File: src/rtl/spm_pkg.sv
// Shared widths and structs of the scratchpad; addresses above SpmIdxWidth bits wrap onto the SRAM
`default_nettype none

package spm_pkg;

  // ----------------------------------------
  // Geometry
  // ----------------------------------------
  localparam int unsigned SpmDataWidth  = 64;
  localparam int unsigned SpmBeWidth    = SpmDataWidth / 8;
  localparam int unsigned SpmNumWords   = 1024;
  localparam int unsigned SpmIdxWidth   = $clog2(SpmNumWords);
  localparam int unsigned SpmAddrWidth  = 32;
  localparam int unsigned SpmIdWidth    = 4;

  // Only 0 and 1 are supported by the controller
  localparam int unsigned SpmWaitStates = 1;

  // ----------------------------------------
  // Requester side
  // ----------------------------------------
  typedef struct packed {
    logic                    req;
    logic                    we;
    logic [SpmAddrWidth-1:0] addr;
    logic [SpmDataWidth-1:0] wdata;
    logic [SpmBeWidth-1:0]   be;
    logic [SpmIdWidth-1:0]   id;
  } spm_req_t;

  typedef struct packed {
    logic                    gnt;
    logic                    rvalid;
    logic [SpmDataWidth-1:0] rdata;
    logic                    killed;
    logic [SpmAddrWidth-1:0] addr;
    logic [SpmIdWidth-1:0]   rid;
  } spm_resp_t;

  // SRAM command, word indexed
  typedef struct packed {
    logic                    req;
    logic                    we;
    logic [SpmIdxWidth-1:0]  idx;
    logic [SpmDataWidth-1:0] wdata;
    logic [SpmBeWidth-1:0]   be;
  } spm_sram_req_t;

endpackage

`default_nettype wire

File: src/rtl/sram_controller.sv
// Request controller; NumWaitState must be 0 or 1 and kill_s2 acts only in a read response cycle
`timescale 1ns/10ps
`default_nettype none

module sram_controller
  import spm_pkg::*;
#(
  parameter int unsigned NumWaitState = 1
) (
  input  logic                    clk_i,
  input  logic                    rst_ni,
  input  spm_req_t                req_i,
  input  logic                    kill_s1_i,
  input  logic                    kill_s2_i,
  output spm_resp_t               resp_o,
  output spm_sram_req_t           sram_o,
  input  logic [SpmDataWidth-1:0] sram_rdata_i
);

  logic                    gnt;
  logic                    rvalid;
  logic                    killed;
  logic                    sram_req;
  logic [SpmAddrWidth-1:0] addr_q;
  logic [SpmIdWidth-1:0]   rid_q;

  // The command strobe alone qualifies the payload sent to the SRAM
  assign sram_o = '{
    req:   sram_req,
    we:    req_i.we,
    idx:   req_i.addr[SpmIdxWidth-1:0],
    wdata: req_i.wdata,
    be:    req_i.be
  };

  assign resp_o = '{
    gnt:    gnt,
    rvalid: rvalid,
    rdata:  sram_rdata_i,
    killed: killed,
    addr:   addr_q,
    rid:    rid_q
  };

  if (NumWaitState == 1) begin : gen_wait_state

    typedef enum logic [1:0] {
      IDLE,
      WRITE,
      READ
    } state_e;

    state_e state_d, state_q;

    always_ff @(posedge clk_i or negedge rst_ni) begin
      if (!rst_ni) begin
        state_q <= IDLE;
      end else begin
        state_q <= state_d;
      end
    end

    // ----------------------------------------
    // Next state
    // ----------------------------------------
    always_comb begin
      state_d = IDLE;
      if (state_q == IDLE && req_i.req && !kill_s1_i) begin
        state_d = req_i.we ? WRITE : READ;
      end
    end

    // ----------------------------------------
    // Outputs
    // ----------------------------------------
    always_comb begin
      gnt      = 1'b0;
      sram_req = 1'b0;
      rvalid   = 1'b0;
      // A stage-one kill flags the request of this cycle in every state
      killed   = req_i.req && kill_s1_i;
      case (state_q)
        IDLE: begin
          if (req_i.req && !kill_s1_i) begin
            gnt      = 1'b1;
            sram_req = 1'b1;
          end
        end
        READ: begin
          // SRAM data of the granted read is on sram_rdata_i now
          rvalid = !kill_s2_i;
          killed = killed || kill_s2_i;
        end
        default: ;
      endcase
    end

    // Back-pressure cycle holds off any grant
    a_no_back_to_back_gnt : assert property (
      @(posedge clk_i) disable iff (!rst_ni) gnt |=> !gnt
    );

  end else begin : gen_no_wait_state

    logic rvalid_q;

    assign gnt      = req_i.req && !kill_s1_i;
    assign sram_req = gnt;
    assign rvalid   = rvalid_q && !kill_s2_i;
    assign killed   = (req_i.req && kill_s1_i) || (rvalid_q && kill_s2_i);

    always_ff @(posedge clk_i or negedge rst_ni) begin
      if (!rst_ni) begin
        rvalid_q <= 1'b0;
      end else begin
        rvalid_q <= gnt && !req_i.we;
      end
    end

  end

  // Address and id echo loaded at each grant
  always_ff @(posedge clk_i or negedge rst_ni) begin
    if (!rst_ni) begin
      addr_q <= '0;
      rid_q  <= '0;
    end else if (gnt) begin
      addr_q <= req_i.addr;
      rid_q  <= req_i.id;
    end
  end

  // Nothing can be in flight in the first cycle out of reset
  a_no_rvalid_after_reset : assert property (
    @(posedge clk_i) $rose(rst_ni) |-> !rvalid
  );

endmodule

`default_nettype wire

File: config.mk
export PLATFORM = sky130hd
export DESIGN_NAME = sram_controller
export DESIGN_NICKNAME = d
export VERILOG_FILES = /design/src/rtl/spm_pkg.sv /design/src/rtl/sram_controller.sv
export SDC_FILE = /design/constraint.sdc
export NUM_CORES = 1
export LEC_CHECK = 0
export ABC_AREA = 1
export BUFFER_PORTS_ARGS = -buffer_cell sky130_fd_sc_hd__clkbuf_2
export CAP_MARGIN = 0
export CORE_AREA = 2 2 141 143
export CTS_CLUSTER_SIZE = 16
export DETAILED_ROUTE_END_ITERATION = 8
export DIE_AREA = 0 0 143 145
export PLACE_DENSITY = 0.48
export SYNTH_ARGS = -nofsm -noshare
export SYNTH_HDL_FRONTEND = slang
export SYNTH_SLANG_ARGS = --single-unit
File: constraint.sdc
create_clock -name clk_i -period 2.1 [get_ports clk_i]
set_clock_uncertainty 0.05 [all_clocks]
set_input_delay 0.42 -clock clk_i [delete_from_list [all_inputs] [get_ports clk_i]]
set_output_delay 0.42 -clock clk_i [all_outputs]
set_load 0.01 [all_outputs]
* Word-level counts from Yosys, hierarchy flattened
Cells that the tools add are included.
** Storage, ports and cells
- Output and inout bits :: 187
- RAM bits :: 0
- Flip-flop bits (word level) :: 38
- Input bits :: 178
- Logic and storage cells :: 18
- Latch bits :: 0
- Memories :: 0
- Memory bits (read-only) :: 0
** Cells by class
- $add $sub $neg :: 0
- Reduce and logical (&&, ||, !) cells :: 8
- $mul :: 0
- Divide/modulo/power cells :: 0
- Shift-type cells :: 0
- Bitwise operators :: 0
- Magnitude comparators :: 0
- Equal/unequal tests :: 1
- Muxes and demuxes :: 6
** Operators with widths (number)
- $logic_and A1 B1 Y1 :: 4
- $mux W1 :: 4
- $mux W2 :: 2
- $eq A2 B2 Y1 const B :: 1
- $logic_not A1 Y1 :: 2
- $logic_not A2 Y1 :: 1
- $logic_or A1 B1 Y1 :: 1

* Depth between registers and ports, before layout
- Depth in word-level cells :: 4
- Mapped depth :: 7
- Mapped depth without buffers :: 5

* Worst setup path before layout
OpenSTA, ideal clock, no wires.
- Path type :: input to output
- Start :: input port req_i[109] (netlist name)
- End :: output port resp_o[102] (netlist name)
- Data arrival time :: 1.063 ns
- Required time :: 1.630 ns
- Path buffers :: 2
- Setup slack :: 0.567 ns
- Cell stages on the path :: 6
- Path through :: inv_1 -> nor2_4 -> nand2_1 -> buf_2 -> inv_1 -> buf_4
** Between the ends
- Word-level cells in the longest chain between the ends :: 3
** RTL lines
- start: declaration :: line sram_controller.sv:12 : input spm_req_t req_i,
- $logic_and A1 B1 Y1 :: line sram_controller.sv:84 : if (req_i.req && !kill_s1_i) begin
- $mux W1 :: line sram_controller.sv:84
- $mux W1 :: line sram_controller.sv:82 : case (state_q)
- end: declaration :: line sram_controller.sv:15 : output spm_resp_t resp_o,
Every way passes these cells.

==> summary.txt <==
Place
  – GP Congestion: 0.665
  – Dpl hpwl: 5640 um
  – Port Buf Inserts: 92

CTS
  – Hold Buf Count CTS: 0
  – TritonCTS clock tree: done
  – Htree depth: 2
  – CTS buffer count: 5
  – Clock Sinks: 38
  – Setup Buffers After CTS: 0
  – CTS Root Cell: clkbuf_16
  – Clock latency on the worst-skew pair: 0.28 ns
  – Clk slew on worst S/H paths: 0.06 ns
  – Clk buf depth: 2
  – Cts repair resizes: 0

Routing
  – Vias: 1,623
  – DRC errors left: 0
  – Vias per cell: 3.05
  – Number of iterations in the first detailed-routing pass: 3
  – 1st-iter DRT viols: 38
  – Final wirelength: 7010 um
  – Final ANT Viol Nets: 0
  – Avg WL per Cell: 13.2 um

Synth
  – Register area share after synthesis: 0.357
  – Top cells by area, synth: buf_4 (43%), dfrtp_1 (36%), nand2_1 (11%), nand3_1 (6.9%), buf_2 (1.5%)
  – Synth Warn #: 0
  – Syn Area/Cell: 8.31 sq um
  – Net Count, Synth: 499
  – Synth top area share: 0.425
  – Synth area leader: buf_4
  – Register bit total from synthesis: 38
  – Post-synthesis cell type count: 9
  – Post-Syn Instances: 321
  – Synthesized area: 0.00267 sq mm

Critical path
  – Worst setup path startpoint: gen_wait_state.state_q[1]
  – Crit path cell chain: nor2_4 > nand2_2 > inv_1 > clkbuf_2
  – Kind of critical path: register to primary output
  – Critical Path RT: 1.63 ns
  – CP Max Fanout: 3
  – Slowest-stage cell, CP: dfrtp_1
  – Crit start category: register
  – Crit path capture type: primary output
  – Critical path arrival: 1.14 ns
  – CP max stage delay: 0.42 ns
  – WP buf/inv: 2
  – Reg-to-Reg Start: gen_wait_state.state_q[1]
  – R2r setup slk: 0.91 ns
  – CP top delay family: flip-flops

Final layout
  – Ratio of cells with drive above 1 in the final layout: 0.412
  – Layout fillers: 2,211
  – Antenna cell count: 0
  – Util after Layout: 0.132
  – Fin nets: 444
  – Area Growth Syn to Fin: -5.16%

Power and ir drop
  – Share of total power in the clock network: 0.439
  – Cell-internal power: 1730 uW
  – Maximum vdd drop: 0.232 mV
  – Power Density: 937 mW/mm^2
  – Switch Pwr: 636 uW
  – Comb pwr share: 0.179
  – Share of power burned in registers: 0.382
  – Switching share of power: 0.269
  – Leakage: 0.00135 uW

STA
  – Final Cycle Share: 0.765
  – Max-slew violation total from the final report: 0
  – Setup violations, final: 0
  – RSZ-0062 raised after global routing: false
  – Worst slew pin tran: 0.534 ns
  – Minimum clock period: 1.61 ns
  – Max_slew headroom: 0.644
  – Final Hold Fails: 0
  – Fmax: 622 MHz
  – Setup TNS: 0 ns

Global route
  – Gr usage total: 0.0665
  – Pin count of the biggest net entering global routing: 22
  – Number of global-route vias before repair: 1,582
  – Antenna violations before repair: 0
  – Grt total ovfl: 0
  – First-pass GRT wire length: 9800 um

Die
  – Io pins: 365
  – Total core area: 0.0192 sq mm
  – Die X: 143 um
  – Initial core utilization: 0.139
  – Die Area: 0.0207 sq mm
  – # rows: 51
  – Die height: 145 um

Run
  – Max Cap Violations: 0

Hold path
  – Hold WC Path Type: input pin to async pin

Outcome
  – Status: complete, no violations
-- metal layers --
layer | up-vias | track usage | routed length [um]
li1 | 729 | - | -
met1 | 678 | 0.0567 | 2270
met2 | 145 | 0.0943 | 2980
met3 | 71 | 0.0538 | 1150
met4 | 0 | 0.0653 | 611
met5 | - | 0 | 0
-- power groups by stage --
stage | Combinational (uW) | Sequential (uW) | Clock (uW)
2_1_floorplan | 431 | 971 | 0
3_3_place_gp | 436 | 917 | 0
3_5_place_dp | 440 | 918 | 0
4_1_cts | 439 | 907 | 1100
5_1_grt | 477 | 919 | 1130
6_report | 423 | 905 | 1040
-- per-stage QoR --
stage	total power, uW	area, sq um	hold slack, ns	instances	setup slack (ns)
after floorplan	1400	2670	0.0744	321	0.567
after global placement	1350	2330	0.386	524	0.684
after detailed placement	1360	2330	0.384	524	0.683
after CTS	2450	2530	0.0638	532	0.449
after global routing	2520	2530	0.0789	532	0.389
final	2370	2530	0.0523	532	0.493
-- worst reg2reg max path, stage by stage, from the launching register on --
cell and delay [ns]:
dfrtp_1 0.42, nor2_4 0.16, buf_4 0.28, nand3_1 0.15, nand2_1 0.09
-- logic make-up after synthesis --
group | count (synthesis) | share of synthesized area
simple gates | 118 | 0.189
buf+inv | 165 | 0.454
flops | 38 | 0.357
-- synthesized netlist by cell type --
| cell type | instances |
|---|---|
| buf_4 | 151 |
| nor2_1 | 3 |
| nor2_4 | 2 |
| nand3_1 | 37 |
| inv_1 | 4 |
| buf_6 | 2 |
| dfrtp_1 | 38 |
| buf_2 | 8 |
| nand2_1 | 76 |
-- cell usage in the layout, fill, tap and decap left out --
master	n
nand2_2	1
nor2_1	3
dfrtp_1	38
nand3_1	37
clkbuf_16	5
buf_4	6
buf_12	1
clkbuf_2	92
bufinv_16	2
inv_1	4
clkbuf_8	1
nand2_1	75
nor2_4	2
-- worst paths after layout --
path                                             end  cells after the start
setup reg to reg                          addr_q[25]                      4
hold reg to reg                           addr_q[28]                      2
min in group clk_i         gen_wait_state.state_q[1]                      2
hold / removal                            addr_q[18]                      1
setup / recovery                         resp_o[102]                      4
max in group asynchronous                  addr_q[2]                      2
-- registers in the layout (all words and copies together), names as in the netlist --
name	flops
addr_q	32
gen_wait_state.state_q	2
rid_q	4
-- cell type report --
class	count	area (sq um)	share of cell area
clock buffers	6	139	0.0549
clock inverters	2	60.1	0.0238
inverters	4	15.0	0.00594
multi-input cells	118	507	0.200
flip-flops and latches	38	951	0.376
well taps	265	332	0.131
repair buffers	99	526	0.208
(Power assumes the default switching activity.)
