[config.mk]
export PLATFORM = sky130hd
export DESIGN_NAME = spm_port_arb
export DESIGN_NICKNAME = d
export VERILOG_FILES = /design/src/rtl/spm_pkg.sv /design/src/rtl/spm_port_arb.sv
export SDC_FILE = /design/constraint.sdc
export NUM_CORES = 1
export LEC_CHECK = 0
export BUFFER_PORTS_ARGS = -buffer_cell sky130_fd_sc_hd__buf_2
export CAP_MARGIN = 20
export CELL_PAD_IN_SITES_DETAIL_PLACEMENT = 0
export CELL_PAD_IN_SITES_GLOBAL_PLACEMENT = 1
export CORE_AREA = 2 2 248 250
export DETAILED_ROUTE_END_ITERATION = 16
export DIE_AREA = 0 0 250 252
export GPL_TIMING_DRIVEN = 0
export PLACE_DENSITY = 0.42
export SETUP_SLACK_MARGIN = 0.02
export SYNTH_ARGS = -nofsm -noshare
export SYNTH_HDL_FRONTEND = slang
export SYNTH_SLANG_ARGS = --single-unit
[constraint.sdc]
create_clock -name clk_i -period 1.43 [get_ports clk_i]
set_input_delay 0.143 -clock clk_i [delete_from_list [all_inputs] [get_ports clk_i]]
set_output_delay 0.143 -clock clk_i [all_outputs]
set_load 0.005 [all_outputs]
[src/rtl/spm_pkg.sv]
// Shared widths and structs of the scratchpad; addresses above SpmIdxWidth bits wrap onto the SRAM
`default_nettype none

package spm_pkg;

  // ----------------------------------------
  // Geometry
  // ----------------------------------------
  localparam int unsigned SpmDataWidth  = 64;
  localparam int unsigned SpmBeWidth    = SpmDataWidth / 8;
  localparam int unsigned SpmNumWords   = 1024;
  localparam int unsigned SpmIdxWidth   = $clog2(SpmNumWords);
  localparam int unsigned SpmAddrWidth  = 32;
  localparam int unsigned SpmIdWidth    = 4;

  // Only 0 and 1 are supported by the controller
  localparam int unsigned SpmWaitStates = 1;

  // ----------------------------------------
  // Requester side
  // ----------------------------------------
  typedef struct packed {
    logic                    req;
    logic                    we;
    logic [SpmAddrWidth-1:0] addr;
    logic [SpmDataWidth-1:0] wdata;
    logic [SpmBeWidth-1:0]   be;
    logic [SpmIdWidth-1:0]   id;
  } spm_req_t;

  typedef struct packed {
    logic                    gnt;
    logic                    rvalid;
    logic [SpmDataWidth-1:0] rdata;
    logic                    killed;
    logic [SpmAddrWidth-1:0] addr;
    logic [SpmIdWidth-1:0]   rid;
  } spm_resp_t;

  // SRAM command, word indexed
  typedef struct packed {
    logic                    req;
    logic                    we;
    logic [SpmIdxWidth-1:0]  idx;
    logic [SpmDataWidth-1:0] wdata;
    logic [SpmBeWidth-1:0]   be;
  } spm_sram_req_t;

endpackage

`default_nettype wire

[src/rtl/spm_port_arb.sv]
// Load/store wins over fetch; fetch has no kills so killed always goes to load/store
`timescale 1ns/10ps
`default_nettype none

module spm_port_arb
  import spm_pkg::*;
(
  input  logic      clk_i,
  input  logic      rst_ni,
  // Load/store port
  input  spm_req_t  lsu_req_i,
  input  logic      lsu_kill_s1_i,
  input  logic      lsu_kill_s2_i,
  output spm_resp_t lsu_resp_o,
  // Fetch port
  input  spm_req_t  if_req_i,
  output spm_resp_t if_resp_o,
  // Towards the controller
  output spm_req_t  mem_req_o,
  output logic      mem_kill_s1_o,
  output logic      mem_kill_s2_o,
  input  spm_resp_t mem_resp_i
);

  logic sel_lsu;
  logic owner_lsu_q;

  // ----------------------------------------
  // Request side
  // ----------------------------------------
  assign sel_lsu       = lsu_req_i.req;
  assign mem_req_o     = sel_lsu ? lsu_req_i : if_req_i;
  assign mem_kill_s1_o = sel_lsu && lsu_kill_s1_i;

  // Stage two belongs to the response in flight and not to the current request
  assign mem_kill_s2_o = owner_lsu_q && lsu_kill_s2_i;

  // Owner of the item granted last points at load/store out of reset
  always_ff @(posedge clk_i or negedge rst_ni) begin
    if (!rst_ni) begin
      owner_lsu_q <= 1'b1;
    end else if (mem_resp_i.gnt) begin
      owner_lsu_q <= sel_lsu;
    end
  end

  // ----------------------------------------
  // Response routing
  // ----------------------------------------
  always_comb begin
    lsu_resp_o = '0;
    if_resp_o  = '0;

    // Request-cycle fields follow the current selection
    lsu_resp_o.gnt    = mem_resp_i.gnt && sel_lsu;
    if_resp_o.gnt     = mem_resp_i.gnt && !sel_lsu;
    lsu_resp_o.killed = mem_resp_i.killed;

    // Response-cycle fields follow the registered owner
    if (owner_lsu_q) begin
      lsu_resp_o.rvalid = mem_resp_i.rvalid;
      lsu_resp_o.rdata  = mem_resp_i.rdata;
      lsu_resp_o.addr   = mem_resp_i.addr;
      lsu_resp_o.rid    = mem_resp_i.rid;
    end else begin
      if_resp_o.rvalid = mem_resp_i.rvalid;
      if_resp_o.rdata  = mem_resp_i.rdata;
      if_resp_o.addr   = mem_resp_i.addr;
      if_resp_o.rid    = mem_resp_i.rid;
    end
  end

  // The owner register only names the right port one cycle after its grant
  a_rvalid_after_gnt : assert property (
    @(posedge clk_i) disable iff (!rst_ni) mem_resp_i.rvalid |-> $past(mem_resp_i.gnt)
  );

endmodule

`default_nettype wire

=== Word-level counts from Yosys, hierarchy flattened ===
Cells that the tools add are included.

* Logic and storage cells: 11
* Input bits: 327
* Register bits: 1

* Reduce and logical (&&, ||, !) cells: 5
* Muxes and demuxes: 5

{| class="wikitable"
|+ Operators by type and width
! operator !! count
|-
| $mux 65 || 2
|-
| $mux 110 || 1
|-
| $mux 36 || 2
|-
| $logic_and 1x1->1 || 4
|-
| $logic_not 1->1 || 1
|}

=== Depth between registers and ports, before layout ===
Gate-level depths: netlist (run 1).

* Depth in word-level cells: 2
* Gate-level depth with buffers: 4

=== Worst setup path before layout (run 1) ===
No wires, ideal clock.

* Path kind: register to output
* Start point: reg owner_lsu_q
* End point: out if_resp_o[18] (netlist name)
* Cell stages (with the launch flop): 4
* Path slack: 0.220 ns
* Arrival: 1.067 ns
* Buffers on the path: 2
* Cells stage by stage: dfstp_2 > buf_2 > clkbuf_1 > nor2b_1

{| class="wikitable"
|+ RTL lines
! item !! line !! RTL
|-
| from (decl) || spm_port_arb.sv:26 || <nowiki>logic owner_lsu_q;</nowiki>
|-
| from (signal assigned) || spm_port_arb.sv:43 || <nowiki>owner_lsu_q <= sel_lsu;</nowiki>
|-
| to (decl) || spm_port_arb.sv:17 || <nowiki>output spm_resp_t if_resp_o,</nowiki>
|}

==> run metrics, run 1 <==
GP Congestion 0.883; Max Cap Viol 0; Tmin final 1.41 ns; Layout Nets 1,326; vias 5,212; max FFs per register 1; Post-Syn Area 3010 µm²; post-synthesis instance total roughly 360; largest net degree at the start of global routing 11; Pwr Density 380 nW/µm²; drt pass-1 iters 4; period utilization 0.983; latest clock arrival within the worst-skew pair 0 ns; synth unique cells 11; post-synthesis register bit count 1; Pwr Total around 2.8 mW; total track usage 0.122; post-CTS setup buffers 0; Final Instance Count excl. Fillers 1,781; syn_nets around 680; Final setup violation count 0; die area between 60,000 and 70,000 µm²; P_sw 1.37 mW; antenna-violating nets left 0; chip height 252 µm; syn avg cell area 8.45 µm²; max-slew violation count 0; 1st-iter DRT viols between 100 and 150; combinational family with the most area after synthesis multiplexers; element type at the critical path end output pin; placed cell count 1,779; CP cell instances buf_4 -> clkbuf_8 -> nor2b_1 -> buf_2; vias per std cell 2.93; Internal 1.39 mW; vias in the first global route 5,366; worst min path class in2async; YS warnings 0; f_max 0.712 GHz; Post-Synth Adder-Cell Area 0; CP max stage cell dfstp_2; GR Overflow Total 0; DRC Markers 0; Clk pwr share 0; hold-fix buffers at CTS 0; WL/cell about 23 µm; Worst Skew 0 ns; sequential group share of total power 0.015; port buffer count 641; CP Data Required Time 1.29 ns; simple-gate area share of the yosys netlist 0.431; Top reg by flops owner_lsu_q; area of the core 60,100 µm²; setup tns final 0 ns; Worst VDD drop approximately 0.12 mV; Worst-path clk slew 0 ns; endpoints failing hold 0; share of layout cells above drive strength 1 0.792; Critical Path Start Type flip-flop; complex-gate fraction of the synthesized area 0; Site Rows 90; critical path arrival ~1.3 ns; RSZ-0062 raised after global routing yes; Worst Path Max Fanout 10; status completed; CP max stage delay 0.59 ns; hpwl dp around 40,000 µm; Synth Area in XOR/XNOR 0; leak pwr 4.07 nW; Area Overhead vs Synth 142%; sw frac 0.497; antenna violations before repair 18; sequential cell area fraction in the yosys report 0.00874; largest registers owner_lsu_q x1; first-pass GRT wire length 51,200 µm; combinational share of power 0.985; Die X 250 µm; post-CTS resize count 24; Starting Density 0.0500; R2R setup slack 0.23 ns; mux contribution to synthesized area 0.481; Ports 645; CP Class reg2out; Filler Cells Inserted 7,109; Routed WL ~41,000 µm
stage by stage:
| stage | setup WS [ns] | cell area (µm²) | utilization | hold slack, ns |
|---|---|---|---|---|
| after floorplan | 0.220 | 3010 | - | -0.00484 |
| after global placement | -0.534 | 7190 | 0.120 | 0.0909 |
| after detailed placement | -0.553 | 7190 | 0.120 | 0.0919 |
| after CTS | -0.0190 | 7260 | 0.121 | 0.0930 |
| after global routing | -0.0261 | 7270 | 0.121 | 0.0973 |
| final | 0.0247 | 7270 | 0.121 | 0.0898 |
synth_stat cells:
library cell	count	area share
and2_1	104	0.22
buf_2	21	0.035
buf_4	3	0.0075
buf_6	8	0.030
clkbuf_1	5	0.0062
conb_1	1	0.0012
dfstp_2	1	0.0087
mux2_2	55	0.21
mux2_4	55	0.27
nor2b_1	102	0.21
or2_2	1	0.0021
layout make-up:
class / count / area (µm²) / share of cell area
plain buffers: 37 / 309 / 0.0425
diodes: 2 / 5.00 / 0.000688
flip-flops and latches: 1 / 26.3 / 0.00361
multi-input cells: 318 / 2740 / 0.377
well taps: 782 / 978 / 0.135
repair buffers: 641 / 3210 / 0.441
cell families (layout without fill, tap and decap cells):
group / after synthesis / after routing
and+or+nand+nor: 207 / 207
muxes: 110 / 110
buffers and inverters: 37 / 678
other: 1 / 3
DFF: 1 / 1
worst max-delay path, delay by kind of cell (launching register included):
| family | cells | cell delay [ns] |
|---|---|---|
| flip-flops | 1 | 0.59 |
| buffers and inverters | 3 | 0.59 |
| AND/OR/NAND/NOR | 1 | 0.06 |
placed cells by master, fill, tap and decap left out, drive strengths merged:
| cell type | netlist | layout |
|---|---|---|
| clkbuf | 5 | 6 |
| and2 | 104 | 104 |
| diode | 0 | 2 |
| mux2 | 110 | 110 |
| nor2b | 102 | 102 |
| buf | 32 | 672 |
| or2 | 1 | 1 |
| dfstp | 1 | 1 |
| conb | 1 | 1 |
routing by layer:
metal	share of wire	vias up	track usage
met1	0.38	2318	0.136
met5	0	-	0
met2	0.52	426	0.238
met3	0.090	34	0.0356
met4	0.0085	0	0.00376
li1	-	2434	-
path summary, 6_finish.rpt:
check                                 to             from  cells past startpoint
max                        if_resp_o[23]      owner_lsu_q                      4
min                          owner_lsu_q           rst_ni                      1
max reg2reg                  owner_lsu_q      owner_lsu_q                      3
min reg2reg                  owner_lsu_q      owner_lsu_q                      3
max in group asynchronous    owner_lsu_q           rst_ni                      1
min in group clk_i           owner_lsu_q  mem_resp_i[102]                      2
power groups by stage:
stage | clock network (mW) | registers [mW] | logic, mW
finish | 0.0000000561 | 0.0412 | 2.72
global route | 0 | 0.0417 | 2.96
CTS | 0 | 0.0422 | 2.83
detailed placement | 0 | 0.0417 | 2.78
global placement | 0 | 0.0411 | 2.77
floorplan | 0 | 0.0366 | 0.989
Note: power is estimated with default switching activity, not from simulation.
==> run 2: changes to the inputs <==
Settings changed: CORE_AREA 2 2 248 250 to 2 2 253 255, DIE_AREA 0 0 250 252 to 0 0 255 257, PLACE_DENSITY 0.42 to 0.41.
Clock period 1.43 ns to 1.8 ns, I/O delays scaled along.
==> run 2 against run 1 <==
  * Utilization shrank 0.49 points
  * Flip-flop and latch count is the same
  * Design area is essentially flat
  * Sequential share of layout area hardly changed
  * Critical path depth stayed put
  * Die area increased by 4.0%
  * Worst hold slack improved by 0.036 ns
  * Clock skew is the same
  * Critical path type unchanged
  * Highest routed layer is now met5
==> run metrics, run 2 (synthesized netlist as in run 1, its figures left out) <==
WL/cell 21.1 µm; largest registers owner_lsu_q x1; GP Congestion 0.818; GR Overflow Total 0; endpoints failing hold 0; grt met1 use 0.109; Site Rows 92; CP max stage delay 0.57 ns; critical path arrival around 1.5 ns; Area Overhead vs Synth 142%; CP Data Required Time 1.62 ns; 1st-iter DRT viols approximately 120; Worst Skew 0 ns; Tmin final 1.63 ns; vias in the first global route 5,438; area of the core 62,700 µm²; max-slew violation count 0; Filler Cells Inserted between 7,000 and 8,000; first-pass GRT wire length 48,400 µm; max FFs per register 1; Ports between 600 and 700; hpwl dp 37,300 µm; antenna-violating nets left 0; worst min path class in2async; chip height approximately 260 µm; largest net degree at the start of global routing 11; final instance area roughly 7300 µm²; R2R setup slack 0.39 ns; gr busiest metal met2; antenna violations before repair 26; CP Class reg2out; Final setup violation count 0; R2R Path End owner_lsu_q; DRC Markers 0; area of the multi-input gates 2740 µm²; drt pass-1 iters 4; FF/Latch Area 26.3 µm²; met2 Use GR 0.221; Worst R2R Path Depth 3; slew at the pin closest to its max-slew limit 0.565 ns; Routed WL 38,800 µm; slew margin rel. 0.623; Post-DP Area between 7000 and 8000 µm²; Layout Nets 1,326; CP cell instances buf_2 -> clkbuf_2 -> nor2b_1 -> buf_2; Crit path buffers/inverters 3; latest clock arrival within the worst-skew pair 0 ns; f_max 0.615 GHz; origin of the critical flop-to-flop path owner_lsu_q; Worst-path clk slew 0 ns; total track usage 0.109; crit-path leading delay family buffers and inverters; met3 Track Usage GR 0.0381; Critical Path Start Type flip-flop; Die X 255 µm; vias per std cell 2.88; post-CTS setup buffers 0; Top reg by flops owner_lsu_q; CP most frequent cell buf_2; share of layout cells above drive strength 1 0.788; Starting Density 0.0479; CP max stage cell dfstp_2; period utilization 0.903; Worst Path Max Fanout 10; RSZ-0062 raised after global routing no; commonest non-fill, non-tap cell in the layout buf_2; Max Cap Viol 0; port buffer count 641; most frequent cells in the layout buf_2 (662), and2_1 (104), nor2b_1 (102); element type at the critical path end output pin; vias 5,302; status completed; die area 65,500 µm²
-- run 2: stage by stage --
step / setup slack (ns) / hold WS [ns] / instances / setup TNS, ns / utilization
finish: 0.175 / 0.126 / 1844 / 0 / 0.116
global route: 0.0690 / 0.128 / 1843 / 0 / 0.116
CTS: 0.120 / 0.128 / 1843 / 0 / 0.116
detailed placement: -0.163 / 0.127 / 1843 / -0.612 / 0.116
global placement: -0.140 / 0.126 / 1843 / -0.381 / 0.116
floorplan: 0.553 / 0.0322 / 356 / 0 / -
-- run 2: area by class of cell --
type,count,area share
repair buffers,641,0.441
well taps,846,0.145
diodes,1,0.000344
flip-flops and latches,1,0.00361
plain buffers,37,0.0327
multi-input cells,318,0.377
-- run 2: worst reg2reg max path, stage by stage, from the launching register on --
cell	delay, ns
dfstp_2	0.57
buf_2	0.27
buf_2	0.29
mux2_2	0.21
-- run 2: timing repair --
| item | CTS | global route |
|---|---|---|
| resized for setup | 1 | 0 |
| setup endpoints to repair | 10 | 0 |
| hold buffers | 0 | 0 |
-- run 2: how the worst max path moves through the flow --
| stage | from | endpoint | slack, ns | depth (start not counted) |
|---|---|---|---|---|
| floorplan | owner_lsu_q | if_resp_o[18] | 0.55 | 3 |
| global placement | owner_lsu_q | if_resp_o[26] | -0.14 | 4 |
| detailed placement | owner_lsu_q | if_resp_o[26] | -0.16 | 4 |
| CTS | owner_lsu_q | if_resp_o[26] | 0.12 | 4 |
| global route | owner_lsu_q | if_resp_o[26] | 0.07 | 4 |
| finish | owner_lsu_q | if_resp_o[26] | 0.17 | 4 |
-- run 2: per-layer routing --
layer	routed length (µm)	up-vias
met5	26	-
met4	603	4
met3	4180	56
met2	20400	446
met1	13600	2367
li1	-	2429
==> run 3: changes to the inputs <==
Settings changed: PLACE_DENSITY 0.41 to unset, PLACE_DENSITY_LB_ADDON set to 0.1.
==> run 3 against run 2 <==
  * Setup slack worse by 0.035 ns
  * Routed wire length down 13%
  * Flip-flop and latch count unchanged
  * Utilization about the same
  * Global-route usage down 1.5 points
  * Critical endpoint is now lsu_resp_o[28]
  * Worst hold slack better by 0.012 ns
==> run metrics, run 3 (synthesized netlist as in run 1, its figures left out) <==
status completed; P_sw 0.943 mW; setup tns final 0 ns; Crit path buffers/inverters 2; Ports 645; Starting Density 0.0479; RSZ-0062 raised after global routing no; CP cell instances clkbuf_1 -> and2_1 -> buf_2; Final setup violation count 0; Worst VDD drop between 0.07 and 0.08 mV; worst min path class in2async; CP max stage delay 0.58 ns; CP Data Required Time 1.62 ns; Critical Path Start Type flip-flop; drt pass-1 iters 4; die area between 60,000 and 70,000 µm²; commonest non-fill, non-tap cell in the layout buf_2; share of layout cells above drive strength 1 0.789; crit-path leading delay family buffers and inverters; Max Cap Viol 0; max FFs per register 1; Setup WS pre-CTS -0.414 ns; area of the multi-input gates 2740 µm²; chip height 257 µm; leak pwr about 4.0 nW; CP Class reg2out; Top reg by flops owner_lsu_q; port buffer count 641; element type at the critical path end output pin; sw frac 0.469; Worst Path Max Fanout 10; Site Rows around 90; most frequent cells in the layout buf_2 (661), and2_1 (104), nor2b_1 (102); Layout Nets 1,326; hpwl dp 31,800 µm; area of the core between 60,000 and 70,000 µm²; GR Overflow Total 0; R2R setup slack ~0.39 ns; DRC Markers 0; period utilization 0.923; Worst-path clk slew 0 ns; slew margin rel. 0.635; Pwr Total a little over 2 mW; CP endpoint lsu_resp_o[28]; vias in the first global route 5,435; Worst R2R Path Depth 3; max-slew violation count 0; antenna violations before repair 20; Area Overhead vs Synth 142%; antenna-violating nets left 0; total track usage 0.0946; WP depth 3; f_max 0.602 GHz; hold-fix buffers at CTS 0; GP Congestion 0.742; 1st-iter DRT viols 95; latest clock arrival within the worst-skew pair 0 ns; slew at the pin closest to its max-slew limit 0.547 ns; Die X 255 µm; vias 5,109; critical path arrival approximately 1.5 ns; vias per std cell 2.77; origin of the critical flop-to-flop path owner_lsu_q; sequential group share of total power 0.016; Pwr Density 276 nW/µm²; WL/cell ~18 µm; Routed WL 33,800 µm; FF/Latch Area around 26 µm²; combinational share of power 0.984; Filler Cells Inserted 7,464; largest net degree at the start of global routing 11; largest registers owner_lsu_q x1; R2R Path End owner_lsu_q; Worst Skew 0 ns; setup ws final 0.139 ns; Internal around 1.1 mW; Critical Path Start owner_lsu_q; endpoints failing hold 0; first-pass GRT wire length 43,300 µm; CP max stage cell dfstp_2; Tmin final 1.66 ns; Clk pwr share 0
[run 3: cell count changes in the layout (fill, tap and decap cells not counted), sizes merged]
cell,delta
clkbuf,+1
buf,-1
diode,+1
[run 3: power by group through the flow]
stage	Clock [mW]	Combinational, mW	Sequential, mW
finish	0.000000149	1.98	0.0318
floorplan	0	0.785	0.0291
global placement	0	2.10	0.0321
CTS	0	2.07	0.0323
detailed placement	0	2.07	0.0323
global route	0.000000149	2.21	0.0331
[run 3: what timing repair did]
| item | CTS | global route |
|---|---|---|
| endpoints found under the setup margin | 12 | 5 |
| gates resized for setup | 3 | 1 |
| endpoints found under the hold margin | 0 | 0 |
| setup buffers | 0 | 0 |
[run 3: layout make-up]
class / instances / share of cell area
Sequential cell: 1 / 0.00361
Tap cell: 846 / 0.145
Buffer: 37 / 0.0335
Antenna cell: 2 / 0.000687
Multi-Input combinational cell: 318 / 0.377
Timing Repair Buffer: 641 / 0.440
[run 3: worst min-delay path by stage]
| stage | startpoint | cells past startpoint | endpoint |
|---|---|---|---|
| 3_3_place_gp | rst_ni | 1 | owner_lsu_q |
| 4_1_cts | rst_ni | 1 | owner_lsu_q |
| 6_report | rst_ni | 1 | owner_lsu_q |
| 2_1_floorplan | rst_ni | 0 | owner_lsu_q |
| 3_5_place_dp | rst_ni | 1 | owner_lsu_q |
| 5_1_grt | rst_ni | 1 | owner_lsu_q |
[run 3: metrics by stage]
stage	utilization	instances	area (µm²)	hold slack [ns]
6_report	0.116	1845	7290	0.138
5_1_grt	0.116	1845	7290	0.146
4_1_cts	0.116	1843	7280	0.143
3_5_place_dp	0.116	1843	7270	0.142
3_3_place_gp	0.116	1843	7270	0.138
2_1_floorplan	-	356	3010	0.0322
[run 3: routing by layer]
metal	track usage	up-vias	routed length [µm]
li1	-	2429	-
met1	0.0820	2230	10400
met2	0.204	412	18900
met3	0.0382	34	4170
met4	0.00406	4	233
met5	0	-	27
[run 3: worst register-to-register path, stage by stage (launching register included)]
cell and delay (ns):
dfstp_2 0.58, buf_2 0.25, buf_2 0.31, mux2_2 0.21
